File: src/rtl/drp_cfg.svh
`ifndef DRP_CFG_SVH
`define DRP_CFG_SVH

// Shape of the one junction this generator serves

// Each input neuron fans out to this many weights
`define DRP_FO 2

// Input neurons of the junction
`define DRP_P 16

// Parallel lanes, one address each per processing cycle
`define DRP_Z 8

// Dither width per lane, equal to Z / FO
`define DRP_M 4

// Seed values loaded by reset
`define DRP_SEED_S_RST 3  // Start offset of the relatively prime step
`define DRP_SEED_P_RST 23 // Multiplier, odd so the step is a permutation of the 32 weights

`endif

File: src/rtl/drp_pkg.sv
`default_nettype none

`include "drp_cfg.svh"

// Vector types used by the address arithmetic of every lane
package drp_pkg;

	// Cycle number within one junction, FO*P/Z cycles in total
	typedef logic [$clog2(`DRP_FO*`DRP_P/`DRP_Z)-1:0] cycle_idx_t;

	// Index over all FO*P weights
	// It also carries the lane tagged value and each stage result of the interleaver
	typedef logic [$clog2(`DRP_FO*`DRP_P)-1:0] weight_idx_t;

	typedef logic [$clog2(`DRP_P)-1:0] neuron_idx_t; // One of the P input neurons

	// All lane addresses of one cycle, lane k sits in element k
	typedef neuron_idx_t [`DRP_Z-1:0] lane_addr_vec_t;

endpackage

`default_nettype wire

File: src/rtl/junction_pkg.sv
`default_nettype none

// Types for the run-time side of the junction, its seed and its request control
package junction_pkg;

	// Seed of the relatively prime step, written through the configuration port
	typedef struct packed {
		drp_pkg::weight_idx_t start; // Offset added after the multiply
		drp_pkg::weight_idx_t mult;  // Should be odd to give a permutation
	} drp_seed_t;

	// Request controller states
	typedef enum logic [1:0] {
		IDLE, // Waiting for req
		CALC, // Lanes settle on the captured cycle, results get registered
		HOLD  // ack high until req goes away
	} ctrl_state_t;

endpackage

`default_nettype wire

File: src/rtl/drp_seed_regs.sv
`timescale 1ns/1ps
`default_nettype none

`include "drp_cfg.svh"

// Holds the start offset and the multiplier that steer every lane
// A write loads both fields together on the next clock edge
module drp_seed_regs (
	input  wire                     clk,
	input  wire                     arst_n_i,
	input  wire                     seed_we_i,
	input  wire junction_pkg::drp_seed_t seed_i,
	output junction_pkg::drp_seed_t seed_o
);

	// Values the interleaver comes up with
	localparam junction_pkg::drp_seed_t SEED_RST = '{
		start: drp_pkg::weight_idx_t'(`DRP_SEED_S_RST),
		mult:  drp_pkg::weight_idx_t'(`DRP_SEED_P_RST)
	};

	junction_pkg::drp_seed_t seed_q;

	always_ff @(posedge clk or negedge arst_n_i) begin
		if (!arst_n_i) begin
			seed_q <= SEED_RST;
		end else if (seed_we_i) begin
			seed_q <= seed_i; // Takes effect for any request whose CALC comes later
		end
	end

	// Lanes see the stored seed directly
	assign seed_o = seed_q;

endmodule

`default_nettype wire

File: src/rtl/drp_lane.sv
`timescale 1ns/1ps
`default_nettype none

`include "drp_cfg.svh"

// One purely combinational DRP interleaver lane
// Read dither, relatively prime step, then write dither
module drp_lane #(
	parameter int unsigned LANE = 0
) (
	input  wire drp_pkg::cycle_idx_t      cycle_idx_i,
	input  wire junction_pkg::drp_seed_t  seed_i,
	output drp_pkg::neuron_idx_t          neuron_o
);

	localparam int WEIGHT_W = $bits(drp_pkg::weight_idx_t);
	localparam int NEURON_W = $bits(drp_pkg::neuron_idx_t);
	localparam int LANE_W   = $clog2(`DRP_Z);
	localparam int DITHER_W = $clog2(`DRP_M); // Low bits reordered by both dithers

	localparam logic [LANE_W-1:0] LANE_ID = LANE_W'(LANE);

	drp_pkg::weight_idx_t tagged_val; // Cycle on top, lane number below
	drp_pkg::weight_idx_t r_val;      // After the read dither
	drp_pkg::weight_idx_t rp_val;     // After the relatively prime step
	drp_pkg::weight_idx_t w_val;      // After the write dither

	// Dither vector {1,2,3,0} on the low bits while the upper bits pass through
	// Read and write dither share the same vector at this size
	function automatic drp_pkg::weight_idx_t dither(input drp_pkg::weight_idx_t val);
		logic [DITHER_W-1:0] d;
		case (val[DITHER_W-1:0])
			2'd0: d = 2'd1;
			2'd1: d = 2'd2;
			2'd2: d = 2'd3;
			default: d = 2'd0;
		endcase
		return {val[WEIGHT_W-1:DITHER_W], d};
	endfunction

	assign tagged_val = {cycle_idx_i, LANE_ID};

	// Stage 1
	assign r_val = dither(tagged_val);

	// Stage 2 lets the 5 bit result wrap modulo the 32 weights
	assign rp_val = drp_pkg::weight_idx_t'(seed_i.start + r_val * seed_i.mult);

	// Stage 3
	assign w_val = dither(rp_val);

	assign neuron_o = w_val[NEURON_W-1:0]; // The top bit only picks the fan-out copy

endmodule

`default_nettype wire

File: src/rtl/drp_req_ctrl.sv
`timescale 1ns/1ps
`default_nettype none

// Four-phase req/ack front end of the generator
// IDLE captures the cycle index, CALC registers the lane results, HOLD keeps them until req drops
module drp_req_ctrl (
	input  wire                          clk,
	input  wire                          arst_n_i,
	input  wire                          req_i,
	input  wire drp_pkg::cycle_idx_t     cycle_idx_i,
	input  wire drp_pkg::lane_addr_vec_t lane_addr_i,
	output drp_pkg::cycle_idx_t          lane_cycle_o,
	output logic                         ack_o,
	output drp_pkg::lane_addr_vec_t      addr_o
);

	junction_pkg::ctrl_state_t state_q, state_d;

	drp_pkg::cycle_idx_t     cycle_q; // Cycle index of the request in flight
	drp_pkg::lane_addr_vec_t addr_q;
	logic                    ack_q;

	always_comb begin
		state_d = state_q;
		case (state_q)
			junction_pkg::IDLE: begin
				if (req_i) state_d = junction_pkg::CALC;
			end
			junction_pkg::CALC: state_d = junction_pkg::HOLD; // One cycle for the lanes to settle
			junction_pkg::HOLD: begin
				if (!req_i) state_d = junction_pkg::IDLE;
			end
			default: state_d = junction_pkg::IDLE;
		endcase
	end

	always_ff @(posedge clk or negedge arst_n_i) begin
		if (!arst_n_i) begin
			state_q <= junction_pkg::IDLE;
			ack_q   <= 1'b0;
			addr_q  <= '0;
		end else begin
			state_q <= state_d;
			if (state_q == junction_pkg::CALC) begin
				addr_q <= lane_addr_i; // Seed and cycle are both stable here
				ack_q  <= 1'b1;
			end else if (state_q == junction_pkg::HOLD && !req_i) begin
				ack_q <= 1'b0;
			end
		end
	end

	// Taken once per request as the FSM leaves IDLE
	always_ff @(posedge clk or negedge arst_n_i) begin
		if (!arst_n_i) begin
			cycle_q <= '0;
		end else if (state_q == junction_pkg::IDLE && req_i) begin
			cycle_q <= cycle_idx_i;
		end
	end

	assign lane_cycle_o = cycle_q;
	assign ack_o        = ack_q;
	assign addr_o       = addr_q;

endmodule

`default_nettype wire

File: src/rtl/drp_addr_gen.sv
`timescale 1ns/1ps
`default_nettype none

`include "drp_cfg.svh"

// DRP address generator for one sparse junction
// Returns the Z neuron indices of a processing cycle through a req/ack handshake
module drp_addr_gen (
	input  wire                          clk,
	input  wire                          arst_n_i,
	input  wire                          seed_we_i,
	input  wire junction_pkg::drp_seed_t seed_i,
	input  wire                          req_i,
	input  wire drp_pkg::cycle_idx_t     cycle_idx_i,
	output logic                         ack_o,
	output drp_pkg::lane_addr_vec_t      addr_o
);

	junction_pkg::drp_seed_t seed;       // Current start and multiplier
	drp_pkg::cycle_idx_t     lane_cycle; // Captured cycle index, shared by all lanes
	drp_pkg::lane_addr_vec_t lane_addr;  // Combinational lane results

	drp_seed_regs seed_regs_inst (
		.clk       (clk),
		.arst_n_i  (arst_n_i),
		.seed_we_i (seed_we_i),
		.seed_i    (seed_i),
		.seed_o    (seed)
	);

	drp_req_ctrl req_ctrl_inst (
		.clk          (clk),
		.arst_n_i     (arst_n_i),
		.req_i        (req_i),
		.cycle_idx_i  (cycle_idx_i),
		.lane_addr_i  (lane_addr),
		.lane_cycle_o (lane_cycle),
		.ack_o        (ack_o),
		.addr_o       (addr_o)
	);

	// One interleaver per lane, each with its own fixed lane number
	for (genvar gv_i = 0; gv_i < `DRP_Z; gv_i++) begin : g_lane
		drp_lane #(
			.LANE (gv_i)
		) lane_inst (
			.cycle_idx_i (lane_cycle),
			.seed_i      (seed),
			.neuron_o    (lane_addr[gv_i])
		);
	end

endmodule

`default_nettype wire

File: config.mk
export PLATFORM = sky130hd
export DESIGN_NAME = drp_addr_gen
export DESIGN_NICKNAME = d
export VERILOG_FILES = /design/src/rtl/drp_pkg.sv /design/src/rtl/junction_pkg.sv /design/src/rtl/drp_seed_regs.sv /design/src/rtl/drp_lane.sv /design/src/rtl/drp_req_ctrl.sv /design/src/rtl/drp_addr_gen.sv
export VERILOG_INCLUDE_DIRS = /design/src /design/src/rtl
export SDC_FILE = /design/constraint.sdc
export NUM_CORES = 1
export LEC_CHECK = 0
export ABC_AREA = 1
export BUFFER_PORTS_ARGS = -buffer_cell sky130_fd_sc_hd__buf_2
export CELL_PAD_IN_SITES_DETAIL_PLACEMENT = 0
export CELL_PAD_IN_SITES_GLOBAL_PLACEMENT = 2
export CORE_MARGIN = 4
export CORE_UTILIZATION = 30
export DETAILED_ROUTE_END_ITERATION = 8
export PLACE_DENSITY = 0.81
export SYNTH_ARGS = -nofsm -noshare
export SYNTH_HDL_FRONTEND = slang
export SYNTH_SLANG_ARGS = --single-unit
File: constraint.sdc
create_clock -name clk -period 8.4 [get_ports clk]
set_input_delay 0.84 -clock clk [delete_from_list [all_inputs] [get_ports clk]]
set_output_delay 0.84 -clock clk [all_outputs]
set_load 0.005 [all_outputs]
# Word level (Yosys, flattened, before mapping)
# Cells that the tools add are included.
# totals
register_bits	46
latch_bits	0
mem_bits_rw	0
rom_bits	0
output_inout_bits	33
wordCells	76
mem_count	0
# op_classes
addsub	8
multipliers	8
n_div	0
magnitude_cmp	0
n_eq_ne	20
n_shift	0
muxes	13
n_bitwise	0
n_reduce_logical	14
# op_table
op	count
$pmux 2 s3	9
$add 4x4->4	8
$mul 5x5->4	4
$eq 2x1->1 const B	9
$eq 2x2->1 const B	9
$logic_not 2->1	9
$mul 4x5->3	2
$mul 2x5->1	1
$mul 3x5->2	1
$mux 2	2
$ne 2x2->1 const B	2
$logic_and 1x1->1	2
$mux 1	2
$reduce_and 2->1	1
$reduce_bool 2->1	1
$logic_not 1->1	1

# Depth between registers and ports, before layout
# logic_depth
depth_word	4
mapped_depth	14

# Cells and area by module
# A second synthesis with hierarchy kept.
# unflattened
hier_cells	458
area_unflattened_um2	3358.2
# by_module_without_submodules
module	n_inst	cells_each	area_each_um2
drp_req_ctrl	1	162	1483.9
drp_seed_regs	1	42	385.4
drp_lane (g_lane[6].lane_inst)	1	40	259.0
drp_lane (g_lane[2].lane_inst)	1	40	245.2
drp_lane (g_lane[4].lane_inst)	1	44	244.0
drp_lane (g_lane[5].lane_inst)	1	40	224.0
drp_lane (g_lane[1].lane_inst)	1	31	170.2
drp_lane (g_lane[0].lane_inst)	1	26	166.4
drp_lane (g_lane[7].lane_inst)	1	22	113.9
drp_lane (g_lane[3].lane_inst)	1	11	66.3

# Worst setup path before layout
# OpenSTA, ideal clock, no wires.
# synth_timing
path_type	reg2reg
start	reg seed_regs_inst.seed_q (netlist bit seed_regs_inst.seed_o[2])
end	reg req_ctrl_inst.addr_q (netlist bit req_ctrl_inst.addr_o[27])
t_arrival_ns	2.513
required_time_ns	8.283
setup_slack_ns	5.770
stages_incl_launch_ff	14
path_buffers	0
period_less_slack_ns	2.630
path_cell_list	dfstp_2 > ha_1 > ha_1 > inv_1 > fa_1 > fa_1 > inv_1 > nand3_1 > nand2_1 > nand2_1 > nand2_1 > nand2_1 > nand3_1 > nand2_1
# synth_via
elab_chain_len	2
# synth_rtl
item	line_no	rtl
start: declaration	drp_seed_regs.sv:22	junction_pkg::drp_seed_t seed_q;
start signal: assignment	drp_seed_regs.sv:28	seed_q <= seed_i;
$mul 5x5->4	drp_lane.sv:47	assign rp_val = drp_pkg::weight_idx_t'(seed_i.start + r_val * seed_i.mult);
$add 4x4->4	drp_lane.sv:47	
end signal: assignment	drp_req_ctrl.sv:45	addr_q <= lane_addr_i;
end: declaration	drp_req_ctrl.sv:20	drp_pkg::lane_addr_vec_t addr_q;
# No other way between the ends.
# A chain may end at the register's enable or synchronous reset.

# Worst setup path after layout
# Same ends and word-level chain as after synthesis.

==> qor.yml <==
outcome:
  status: "completed"
sta:
  final-setup-viol-count: 0
  slew_viol_final: 0
  tightestPinTransition_ns: 0.775
  fin_tns_setup_ns: 0
  hold_violations: 0
  fmax_mhz: 353
  worst_hold_slack_ns: 0.473
  period_share_pct: 33.8
  fin_crit_ns: 2.84
  rsz0062_at_grt: "false"
  slew-limit-headroom_pct: 48.3
  skew_ns: 0.00362
  worst_slack_ns: 5.56
power_and_ir_drop:
  pwr-share-clk_pct: 19.2
  cellLeakagePower_uw: 0.00137
  intPower_uw: 446
  p_sw_uw: 277
  combPwrFrac_pct: 42.2
  seqPwrFrac_pct: 38.6
  swShare_pct: 38.3
  max-vdd-ir-drop_mv: 0.0692
  cellPowerDensity_nw_per_um2: 286
  p_total_uw: 723
worst_setup_path:
  cp_max_fo: 8
  crit_type: "flip-flop to flip-flop"
  critPathArrivalTime_ns: 3.02
  worstSetupStartpointType: "flip-flop"
  critPathRequiredTime_ns: 8.58
  cp-end-kind: "flip-flop"
drt:
  drt_first_iter_violations: 71
  wirelength_mm: 4.45
  drc_errors: 0
  vias_per_cell: 4.12
  vias: 1593
  first_pass_iters: 5
  detail-route-antenna-nets: 0
  wl_per_cell_um: 11.5
cts:
  htreeDepth: 2
  ctsResizeCount: 0
  clk_latency_ns: 0.29
  clock_sinks: 35
  hold_buffers: 0
  clk_pin_slew_ns: 0.07
  cts_root_buf: "clkbuf_8"
  cts_buffer_depth: 2
  numCtsBuffers: 5
  post-cts-setup-buffers: 0
  cts_tree: "yes"
die:
  die_x_um: 93.2
  fp.dieH_um: 93.2
  die_area_um2: 8690
  ios: 49
  core_um2: 6910
  num_rows: 30
  start_util_pct: 31.6
yosys:
  synth_compound_area_share_pct: 5.11
  syn_area_um2: 2180
  synth.area.mux_share_pct: 1.03
  yosys_warnings: 0
  synth.distinct_cells: 25
  synthAdderAreaFrac_pct: 17.1
  syn_nets: 293
  synth_seq_cells: 35
  synthXorXnorAreaFrac_pct: 5.22
  netlist_instances: 252
  ys_seq_area_share_pct: 40.5
  yosys.area_share.simple_pct: 20.2
  synth_top_family_by_area: "simple AND/OR/NAND/NOR gates"
  synth.avg_cell_area_um2: 8.65
final_layout:
  fin_nets: 331
  area_growth_pct: 16.1
  final_common_cell: "nand2_1"
  fill_cells: 758
  final_cell_mix: "nand2_1, buf_2, inv_1"
  diodes: 0
  drive_above_1_share_pct: 24.4
  fin_cells: 387
place:
  pre_cts_ws_ns: 5.57
  globalplace.congestion: 0.738
  dp_hpwl_mm: 3.44
  place_inst: 379
  io_buffer_count: 45
global_routing:
  track_usage_pct: 11.3
  grt_start_max_net_pins: 36
  grt_pass1_wl_mm: 7.69
  grt_pass1_vias: 1562
  antenna_found_initial: 0
  globalRouteOverflowTotal: 0
flow_run:
  drv_cap: 0
min_path:
  hold_path_class: "flip-flop to flip-flop"
sequential cells by signal, indices dropped and copies added (netlist names):
register and count:
req_ctrl_inst.state_q 2, req_ctrl_inst.lane_cycle_o 1, req_ctrl_inst.ack_o 1, req_ctrl_inst.addr_o 23, seed_regs_inst.seed_o 8
synth_stat cells:
| library cell | count | area (µm²) |
|---|---|---|
| o21ai_1 | 2 | 10.0 |
| dfrtp_1 | 30 | 751 |
| dfstp_2 | 5 | 131 |
| nor2_4 | 1 | 11.3 |
| xor2_1 | 6 | 52.6 |
| nor2_2 | 1 | 6.26 |
| buf_4 | 9 | 67.6 |
| nand2_1 | 80 | 300 |
| nand2_4 | 1 | 11.3 |
| o21ai_0 | 19 | 95.1 |
| nand3_1 | 13 | 65.1 |
| clkbuf_1 | 1 | 3.75 |
| nor2_1 | 3 | 11.3 |
| mux2_2 | 2 | 22.5 |
| inv_1 | 33 | 124 |
| buf_6 | 1 | 11.3 |
| or2_1 | 1 | 6.26 |
| nand2_2 | 3 | 18.8 |
| nand3_2 | 1 | 10.0 |
| xnor2_1 | 7 | 61.3 |
| buf_2 | 3 | 15.0 |
| ha_1 | 17 | 213 |
| o22ai_1 | 1 | 6.26 |
| fa_1 | 8 | 160 |
| inv_2 | 4 | 15.0 |
final timing paths:
path | start | end | slack (ns) | depth (start not counted)
max | seed_regs_inst.seed_o[2] | req_ctrl_inst.addr_o[27] | 5.56 | 13
min | req_ctrl_inst.addr_o[30] | req_ctrl_inst.addr_o[30] | 0.47 | 2
max reg2reg | seed_regs_inst.seed_o[2] | req_ctrl_inst.addr_o[27] | 5.56 | 13
min reg2reg | req_ctrl_inst.addr_o[30] | req_ctrl_inst.addr_o[30] | 0.47 | 2
max in group asynchronous | arst_n_i | seed_regs_inst.seed_o[3] | 7.28 | 1
min in group asynchronous | arst_n_i | req_ctrl_inst.addr_o[31] | 0.62 | 1
critical path, cell delays in order, from the launching register on:
cell     delay, ns
dfstp_2       0.63
ha_1          0.27
ha_1          0.27
inv_1         0.05
fa_1          0.48
fa_1          0.48
inv_1         0.07
nand3_1       0.09
nand2_1       0.09
nand2_1       0.07
nand2_1       0.07
nand2_1       0.05
nand3_1       0.06
nand2_1       0.05
per-layer routing:
layer,vias to the layer above,wire length (µm),global-route usage (%)
met5,-,0,0
met4,0,85,4.03
met3,8,211,2.82
met2,39,1960,17.2
met1,706,2200,15.6
li1,840,-,-
power by group through the flow:
stage | logic (µW) | clock network [µW] | registers (µW)
5_1_grt | 357 | 150 | 290
2_1_floorplan | 215 | 0 | 285
3_3_place_gp | 308 | 0 | 282
3_5_place_dp | 312 | 0 | 283
4_1_cts | 313 | 143 | 280
6_report | 305 | 139 | 279
logic make-up after synthesis:
| family | Yosys count |
|---|---|
| xor+xnor | 13 |
| compound gates | 22 |
| buf+inv | 51 |
| simple gates | 104 |
| fa+ha+maj | 25 |
| mux | 2 |
| flops | 35 |
cell type report:
cell class | instances | area, µm² | share of cell area [%]
timing repair buffer | 45 | 225 | 8.90
clock inverter | 1 | 7.51 | 0.297
multi-input combinational | 166 | 1060 | 41.9
sequential | 35 | 882 | 34.8
tap | 96 | 120 | 4.75
inverter | 37 | 139 | 5.49
clock buffer | 7 | 96.3 | 3.81
stage by stage:
stage               cell area, µm²  utilization (%)
floorplan                     2180                -
global placement              2430             35.1
detailed placement            2430             35.1
CTS                           2530             36.6
global route                  2530             36.6
finish                        2530             36.6
Note: power is estimated with default switching activity, not from simulation.
